===== config.mk =====
export PLATFORM = sky130hd
export DESIGN_NAME = crypt3_sha1
export DESIGN_NICKNAME = d
export VERILOG_FILES = /design/src/crypt3_pkg.sv /design/src/crypt3_sha1.sv /design/src/sha1_round_stage.sv /design/src/sha1_round.sv /design/src/crypt3_issue_ctrl.sv
export SDC_FILE = /design/constraint.sdc
export NUM_CORES = 2
export LEC_CHECK = 0
export BUFFER_PORTS_ARGS = -buffer_cell sky130_fd_sc_hd__buf_2
export CELL_PAD_IN_SITES_DETAIL_PLACEMENT = 0
export CELL_PAD_IN_SITES_GLOBAL_PLACEMENT = 2
export CORE_ASPECT_RATIO = 0.7
export CORE_MARGIN = 4
export CORE_UTILIZATION = 38
export DETAILED_ROUTE_END_ITERATION = 12
export GPL_TIMING_DRIVEN = 0
export PLACE_DENSITY = 0.88
export REMOVE_ABC_BUFFERS = 1
export SLEW_MARGIN = 20
export SYNTH_ARGS = -nofsm -noshare
export SYNTH_HDL_FRONTEND = slang
export SYNTH_SLANG_ARGS = --single-unit

===== constraint.sdc =====
create_clock -name ck_gclkcx_crypt -period 6.05 [get_ports ck_gclkcx_crypt]
set_input_delay 0.605 -clock ck_gclkcx_crypt [delete_from_list [all_inputs] [get_ports ck_gclkcx_crypt]]
set_output_delay 0.605 -clock ck_gclkcx_crypt [all_outputs]
set_load 0.01 [all_outputs]

===== src/crypt3_pkg.sv =====
`default_nettype none

// shared types for the sha1 hash-update unit
package crypt3_pkg;

  // ------------------------------
  // sizes
  // ------------------------------

  // bits per sha word
  localparam int WORD_W = 32;

  // words per 128-bit quad register
  localparam int QUAD_WORDS = 4;

  // rounds per instruction, one per pipeline stage (e2 to e5)
  localparam int SHA1_ROUNDS = 4;

  // ------------------------------
  // data types
  // ------------------------------

  // one sha word
  typedef logic [WORD_W-1:0] word_t;

  // four words, word 0 in the low bits
  // hash state: a in word 3, b in 2, c in 1, d in 0
  // schedule: w+k of round i in word i
  typedef logic [QUAD_WORDS*WORD_W-1:0] quad_t;

  // ------------------------------
  // operation select
  // ------------------------------

  // op_none also marks a flushed or empty slot
  typedef enum logic [1:0] {
    op_none     = 2'd0,
    op_choose   = 2'd1,
    op_parity   = 2'd2,
    op_majority = 2'd3
  } sha1_op_e;

endpackage

`default_nettype wire

===== src/crypt3_sha1.sv =====
`timescale 1ns/1ps
`default_nettype none

// sha1 hash update, choose / parity / majority
// e1 and e2 operand collection, rounds in e2 to e5, result in e6
module crypt3_sha1 (
  input  wire                ck_gclkcx_crypt,
  input  wire                cx_reset3,
  input  wire                ival_e1,
  input  wire                sha1c_e1,
  input  wire                sha1p_e1,
  input  wire                sha1m_e1,
  input  crypt3_pkg::quad_t  qn_e1,
  input  crypt3_pkg::quad_t  qm_e1,
  input  wire                ival_e2,
  input  crypt3_pkg::quad_t  qd_e2,
  output crypt3_pkg::quad_t  crypt3_out_e6,
  output logic               crypt3_active
);

  import crypt3_pkg::*;

  // index 0 from the issue control, index i from stage i
  logic     v   [SHA1_ROUNDS];
  sha1_op_e op  [SHA1_ROUNDS];
  quad_t    st  [SHA1_ROUNDS];
  word_t    e   [SHA1_ROUNDS];
  quad_t    w   [SHA1_ROUNDS];

  // in-flight valids of stages 1 to 3
  logic [SHA1_ROUNDS-2:0] stage_valid;

  assign stage_valid = {v[3], v[2], v[1]};

  // ------------------------------
  // issue
  // ------------------------------

  crypt3_issue_ctrl u_issue (
    .ck_gclkcx_crypt (ck_gclkcx_crypt),
    .cx_reset3       (cx_reset3),
    .ival_e1         (ival_e1),
    .sha1c_e1        (sha1c_e1),
    .sha1p_e1        (sha1p_e1),
    .sha1m_e1        (sha1m_e1),
    .qn_e1           (qn_e1),
    .qm_e1           (qm_e1),
    .ival_e2         (ival_e2),
    .qd_e2           (qd_e2),
    .stage_valid     (stage_valid),
    .s_valid         (v[0]),
    .s_op            (op[0]),
    .s_state         (st[0]),
    .s_e             (e[0]),
    .s_w             (w[0]),
    .crypt3_active   (crypt3_active)
  );

  // ------------------------------
  // round stages
  // ------------------------------

  // stage 1, round 0 in e2
  sha1_round_stage u_stage1 (
    .ck_gclkcx_crypt (ck_gclkcx_crypt), .cx_reset3 (cx_reset3),
    .in_valid  (v[0]), .in_op  (op[0]), .in_state  (st[0]), .in_e  (e[0]), .in_w  (w[0]),
    .out_valid (v[1]), .out_op (op[1]), .out_state (st[1]), .out_e (e[1]), .out_w (w[1])
  );

  // stage 2, round 1 in e3
  sha1_round_stage u_stage2 (
    .ck_gclkcx_crypt (ck_gclkcx_crypt), .cx_reset3 (cx_reset3),
    .in_valid  (v[1]), .in_op  (op[1]), .in_state  (st[1]), .in_e  (e[1]), .in_w  (w[1]),
    .out_valid (v[2]), .out_op (op[2]), .out_state (st[2]), .out_e (e[2]), .out_w (w[2])
  );

  // stage 3, round 2 in e4
  sha1_round_stage u_stage3 (
    .ck_gclkcx_crypt (ck_gclkcx_crypt), .cx_reset3 (cx_reset3),
    .in_valid  (v[2]), .in_op  (op[2]), .in_state  (st[2]), .in_e  (e[2]), .in_w  (w[2]),
    .out_valid (v[3]), .out_op (op[3]), .out_state (st[3]), .out_e (e[3]), .out_w (w[3])
  );

  // stage 4, round 3 in e5
  // only the state leaves the unit
  sha1_round_stage u_stage4 (
    .ck_gclkcx_crypt (ck_gclkcx_crypt), .cx_reset3 (cx_reset3),
    .in_valid  (v[3]), .in_op  (op[3]), .in_state  (st[3]), .in_e  (e[3]), .in_w  (w[3]),
    .out_valid (), .out_op (), .out_state (crypt3_out_e6), .out_e (), .out_w ()
  );

endmodule

`default_nettype wire


===== src/sha1_round_stage.sv =====
`timescale 1ns/1ps
`default_nettype none

// one pipeline stage
// round on the incoming state, then registers loaded on in_valid
module sha1_round_stage (
  input  wire                  ck_gclkcx_crypt,
  input  wire                  cx_reset3,
  input  wire                  in_valid,
  input  crypt3_pkg::sha1_op_e in_op,
  input  crypt3_pkg::quad_t    in_state,
  input  crypt3_pkg::word_t    in_e,
  input  crypt3_pkg::quad_t    in_w,
  output logic                 out_valid,
  output crypt3_pkg::sha1_op_e out_op,
  output crypt3_pkg::quad_t    out_state,
  output crypt3_pkg::word_t    out_e,
  output crypt3_pkg::quad_t    out_w
);

  import crypt3_pkg::*;

  quad_t rnd_state;
  word_t rnd_e;
  quad_t w_shift;

  // ------------------------------
  // round logic
  // ------------------------------

  // this stage consumes the lowest schedule word
  sha1_round u_round (
    .op        (in_op),
    .state     (in_state),
    .e         (in_e),
    .w         (in_w[WORD_W-1:0]),
    .new_state (rnd_state),
    .new_e     (rnd_e)
  );

  // next round's w+k moves into word 0
  // top word fills with zeros
  assign w_shift = {{WORD_W{1'b0}}, in_w[QUAD_WORDS*WORD_W-1:WORD_W]};

  // ------------------------------
  // stage registers
  // ------------------------------

  // valid tracks the slot every cycle
  always_ff @(posedge ck_gclkcx_crypt or posedge cx_reset3) begin
    if (cx_reset3) begin
      out_valid <= 1'b0;
    end else begin
      out_valid <= in_valid;
    end
  end

  // data holds between instructions
  // last stage output is the e6 result
  always_ff @(posedge ck_gclkcx_crypt) begin
    if (in_valid) begin
      out_op    <= in_op;
      out_state <= rnd_state;
      out_e     <= rnd_e;
      out_w     <= w_shift;
    end
  end

endmodule

`default_nettype wire


===== src/sha1_round.sv =====
`timescale 1ns/1ps
`default_nettype none

// one sha1 round, purely combinational
// choose, parity or majority picked by op
module sha1_round (
  input  crypt3_pkg::sha1_op_e op,
  input  crypt3_pkg::quad_t    state,
  input  crypt3_pkg::word_t    e,
  input  crypt3_pkg::word_t    w,
  output crypt3_pkg::quad_t    new_state,
  output crypt3_pkg::word_t    new_e
);

  import crypt3_pkg::*;

  word_t a;
  word_t b;
  word_t c;
  word_t d;
  word_t f;
  word_t a_rol5;
  word_t b_rol30;
  word_t new_a;

  // ------------------------------
  // state unpack
  // ------------------------------

  // a sits in the top word
  assign a = state[4*WORD_W-1:3*WORD_W];
  assign b = state[3*WORD_W-1:2*WORD_W];
  assign c = state[2*WORD_W-1:1*WORD_W];
  assign d = state[1*WORD_W-1:0];

  // fixed rotates are just rewiring
  assign a_rol5  = {a[WORD_W-6:0], a[WORD_W-1:WORD_W-5]};
  assign b_rol30 = {b[1:0], b[WORD_W-1:2]};

  // ------------------------------
  // round function
  // ------------------------------

  always_comb begin
    case (op)
      // b selects between c and d
      op_choose: begin
        f = (b & c) | (~b & d);
      end
      op_parity: begin
        f = b ^ c ^ d;
      end
      // two of three
      op_majority: begin
        f = (b & c) | (b & d) | (c & d);
      end
      default: begin
        f = '0;
      end
    endcase
  end

  // modulo 2^32 adds
  assign new_a = a_rol5 + f + e + w;

  // ------------------------------
  // state shift
  // ------------------------------

  // old d drops out as the next e
  // empty slot gives zeros
  always_comb begin
    if (op == op_none) begin
      new_state = '0;
      new_e     = '0;
    end else begin
      new_state = {new_a, a, b_rol30, c};
      new_e     = d;
    end
  end

endmodule

`default_nettype wire


===== src/crypt3_issue_ctrl.sv =====
`timescale 1ns/1ps
`default_nettype none

// operand collection for the two micro-op sha1 instruction
// first uop brings qn, qm and the select, second uop brings qd
module crypt3_issue_ctrl (
  input  wire                                 ck_gclkcx_crypt,
  input  wire                                 cx_reset3,
  input  wire                                 ival_e1,
  input  wire                                 sha1c_e1,
  input  wire                                 sha1p_e1,
  input  wire                                 sha1m_e1,
  input  crypt3_pkg::quad_t                   qn_e1,
  input  crypt3_pkg::quad_t                   qm_e1,
  input  wire                                 ival_e2,
  input  crypt3_pkg::quad_t                   qd_e2,
  input  wire [crypt3_pkg::SHA1_ROUNDS-2:0]   stage_valid,
  output logic                                s_valid,
  output crypt3_pkg::sha1_op_e                s_op,
  output crypt3_pkg::quad_t                   s_state,
  output crypt3_pkg::word_t                   s_e,
  output crypt3_pkg::quad_t                   s_w,
  output logic                                crypt3_active
);

  import crypt3_pkg::*;

  sha1_op_e enc_op;
  sha1_op_e op_q;
  word_t    e_q;
  quad_t    w_q;
  logic     pending_q;
  logic     have_first;
  sha1_op_e cur_op;
  word_t    cur_e;
  quad_t    cur_w;

  // ------------------------------
  // first uop capture
  // ------------------------------

  // one-hot selects to op code
  always_comb begin
    if (sha1c_e1) begin
      enc_op = op_choose;
    end else if (sha1p_e1) begin
      enc_op = op_parity;
    end else if (sha1m_e1) begin
      enc_op = op_majority;
    end else begin
      enc_op = op_none;
    end
  end

  // only word 0 of qn (e) is needed
  always_ff @(posedge ck_gclkcx_crypt) begin
    if (ival_e1) begin
      op_q <= enc_op;
      e_q  <= qn_e1[WORD_W-1:0];
      w_q  <= qm_e1;
    end
  end

  // pending first operand
  // set by ival_e1, held until the second uop consumes it
  // a flushed first uop leaves it low
  always_ff @(posedge ck_gclkcx_crypt or posedge cx_reset3) begin
    if (cx_reset3) begin
      pending_q <= 1'b0;
    end else begin
      pending_q <= ival_e1 | (pending_q & ~ival_e2);
    end
  end

  // ------------------------------
  // second uop issue
  // ------------------------------

  // same-cycle first uop bypasses the capture registers
  assign have_first = ival_e1 | pending_q;
  assign cur_op     = ival_e1 ? enc_op : op_q;
  assign cur_e      = ival_e1 ? qn_e1[WORD_W-1:0] : e_q;
  assign cur_w      = ival_e1 ? qm_e1 : w_q;

  assign s_valid = ival_e2;
  assign s_op    = have_first ? cur_op : op_none;

  // no valid op means all-zero operands into the rounds
  assign s_state = (s_op == op_none) ? '0 : qd_e2;
  assign s_e     = (s_op == op_none) ? '0 : cur_e;
  assign s_w     = (s_op == op_none) ? '0 : cur_w;

  // clock gating level
  // e1, e2 and the in-flight stages, output stage not counted
  assign crypt3_active = ival_e1 | ival_e2 | (|stage_valid);

endmodule

`default_nettype wire


==> results by group <==
Floorplan
  – Core Rows: 113
  – Starting density of the core: 38.4%
  – Die W: 452 um
  – IO Count: 520
  – Core box area: 136000 sq um
  – Die area: 144000 sq um
  – Die height: 318 um

Route
  – First DRT Iteration DRCs: 2881
  – Routed via count: 32800
  – Avg Vias per Cell: 5.09
  – WL/cell: 24.0 um
  – Post-DRT Antenna Nets: 0
  – First-pass DRT Iterations: 5
  – WL final: 155 mm
  – DRC viols: 0

Placed design
  – Post-Place Cell Area: 57700 sq um
  – Detailed Place HPWL: 123 mm
  – Cells after DPL: 6204
  – GPL Wtd Cong: 0.854
  – Port bufs: 423

Power
  – Leak: 24.5 nW
  – Peak supply drop: 245 uV
  – Clk pwr share: 20.2%
  – Cell-internal power: 19.0 mW
  – Switching power: 12.5 mW
  – Tot Pwr: 31.6 mW
  – Seq pwr share: 32.9%
  – Combinational share of power: 47.0%
  – Sw frac: 39.7%
  – Power per cell area: 513 nW/um^2

Clocking
  – Clk slew on worst S/H paths: 0.07 ns
  – Clk_lat worst skew: 0.73 ns
  – TritonCTS clock tree: built
  – Total CTS buffers: 101
  – CTS max path bufs: 3
  – Root Driver: clkbuf_16
  – Clock sink total: 972
  – H-tree depth: 3

Synthesis
  – Dominant cell type by area after synthesis: edfxtp_1
  – Cell with the most instances after synthesis: edfxtp_1
  – Synth top area cells: edfxtp_1 46%, fa_1 14%, dfxtp_1 6.2%
  – Post-Syn Area per Cell: 12.9 sq um
  – Cell area after synthesis: 52300 sq um
  – Yosys warns: 0
  – #FFs+latches synth: 972
  – EDFF count, synth: 806
  – Top_reg_cell synth: edfxtp_1
  – Cell variety after synth: 68
  – Seq/Total Area, Yosys: 52.6%
  – Synth async-reset ratio: 0.412%
  – Synth Instances: 4045
  – Synth top area share: 46.3%
  – Post-synth top cells: 806 x edfxtp_1, 378 x nor2b_1, 353 x fa_1, 286 x and2_1, 229 x o21ai_0

Final layout
  – Fin cells: 6444
  – Nets: 5357
  – Post-route cell area: 61500 sq um
  – Layout cell share with drive strength beyond 1: 18.9%
  – Finished Core Util: 45.2%
  – Area growth syn-to-layout: 17.6%

Hold path
  – Hold crit path type: input pin to flop

GRT
  – Overall routing resource usage: 21.4%
  – Number of global-route vias before repair: 32500
  – Initial antenna violation count: 72
  – First-pass GRT wire length: 224 mm
  – Remaining global-route overflow: 0
  – Largest net degree at the start of global routing: 94

Critical path
  – Max FO, Critical Path: 35
  – CP required: 6.50 ns
  – CP arrival: 6.27 ns
  – Kind of critical path: flop to flop
  – CP startpoint kind: flop
  – Setup crit end kind: flop

STA
  – Max-slew violation count: 0
  – RSZ-0062 raised after global routing: no
  – Slew @ Worst Pin: 1.12 ns
  – F_max: 172 MHz
  – Slew margin rel.: 24.5%
  – Fin crit share: 96.3%
  – Worst Clk Skew: 0.0547 ns
  – Post-route minimum period: 5.83 ns
  – Setup violators final: 0
  – Final Hold Vio Count: 0

Status
  – Outcome: completed

Job
  – Max cap viols: 0
==> power groups by stage <==
stage	Combinational (mW)	Sequential, mW	Clock, mW
after floorplan	10.4	9.99	0
after global placement	14.5	10.8	0
after detailed placement	14.7	10.6	0
after CTS	14.9	10.4	6.54
after global routing	16.7	10.5	6.84
final	14.8	10.4	6.37
==> cells in the final DEF, fill, tap and decap left out, types with 28 or more instances in the layout <==
cell       count
o21ai_0      228
buf_2        421
ha_1         124
edfxtp_1     806
o211ai_1      54
nand2_1      200
nor2_1       167
and2_1       286
clkbuf_16    102
mux2i_1      102
mux2_2       161
a22o_1        95
buf_16        36
fa_1         353
diode_2       28
a21o_1        65
inv_1        145
dfxtp_1      162
xnor2_1       62
a21oi_1      162
xor2_1        69
nor2b_1      375
==> routing by layer <==
layer	GRT usage [%]	up-vias	wire, um
met4	4.70	38	3600
met1	33.1	16300	76000
li1	-	15300	-
met3	5.26	208	11600
met2	29.9	1018	63200
met5	0	-	230
==> flip-flops by register name, summed over array words and instances (netlist names), 2 cells and up <==
register / cells
u_stage3.out_state: 128
u_issue.w_q: 128
u_stage1.out_op: 2
u_stage1.out_w: 96
u_stage3.out_w: 32
u_stage2.out_w: 64
u_stage2.out_e: 32
u_issue.op_q: 2
u_stage2.out_state: 128
u_stage3.out_e: 32
u_stage1.out_e: 32
u_stage4.out_state: 128
u_stage1.out_state: 128
u_stage3.out_op: 2
u_issue.e_q: 32
u_stage2.out_op: 2
==> timing repair <==
item | CTS | global route
hold buffers | 1 | 0
gates cloned | 6 | 0
buffers inserted | 8 | 8
pin swaps | 5 | 5
gates resized for setup | 12 | 5
endpoints found under the setup margin | 22 | 6
hold endpoints to repair | 4 | 0
==> cells by family (layout without fill, tap and decap cells) <==
kind of cell	Yosys count	in the layout	synth area share [%]
and+or+nand+nor	1175	1175	12.3
DFF	972	972	52.6
AOI/OAI and AO/OA	706	707	8.56
adders and majority gates	478	478	16.5
buffers and inverters	316	846	2.27
muxes	264	264	5.43
xor gates and xnor gates	134	134	2.32
other	0	28	0
==> path summary, 6_finish.rpt <==
path,startpoint,endpoint,slack [ns],cells after the start
setup / recovery,u_issue.op_q[1]$_DFF_P_,u_stage1.out_state[125]$_SDFFCE_PP0P_,0.22,21
hold / removal,qm_e1[68],u_issue.w_q[68]$_DFF_P_,0.12,2
setup reg to reg,u_issue.op_q[1]$_DFF_P_,u_stage1.out_state[125]$_SDFFCE_PP0P_,0.22,21
hold reg to reg,u_stage1.out_w[60]$_SDFFCE_PP0P_,u_stage2.out_w[28]$_DFFE_PP_,0.40,0
max in group asynchronous,cx_reset3,u_stage2.out_valid$_DFF_PP0_,5.32,3
min in group asynchronous,cx_reset3,u_stage3.out_valid$_DFF_PP0_,0.41,3
==> critical path: stages, from the launching register on <==
cell and delay (ns):
dfxtp_1 0.35, mux2i_4 0.09, buf_12 0.16, buf_16 0.16
a21oi_4 0.22, buf_16 0.22, buf_16 0.19, and2_1 0.23
fa_1 0.50, fa_1 0.47, ha_2 0.21, fa_1 0.45
a21o_1 0.20, a21o_1 0.22, a211oi_2 0.23, o31a_1 0.24
nor3_1 0.09, nand4b_1 0.30, a211o_1 0.37, a21oi_2 0.15
nor3_1 0.07, nor3b_2 0.39
==> metrics by stage <==
step | setup TNS, ns | hold WS, ns | worst slack [ns]
floorplan | -1264.49 | 0.371 | -7.91
detailed placement | -35.23 | 0.405 | -2.48
CTS | 0 | 0.0426 | 0.00753
global placement | -8118.02 | 0.401 | -27.78
finish | 0 | 0.117 | 0.225
global route | 0 | 0.0673 | 0.00526
==> area by class of cell <==
cell class | instances | area [sq um]
fillers | 12300 | 74600
flip-flops and latches | 972 | 27600
multi-input cells | 2758 | 23700
repair buffers | 508 | 3880
clock buffers | 131 | 2770
well taps | 1840 | 2300
clock inverters | 60 | 642
inverters | 147 | 553
diodes | 28 | 70.1
Power figures use the tool's default switching activity.
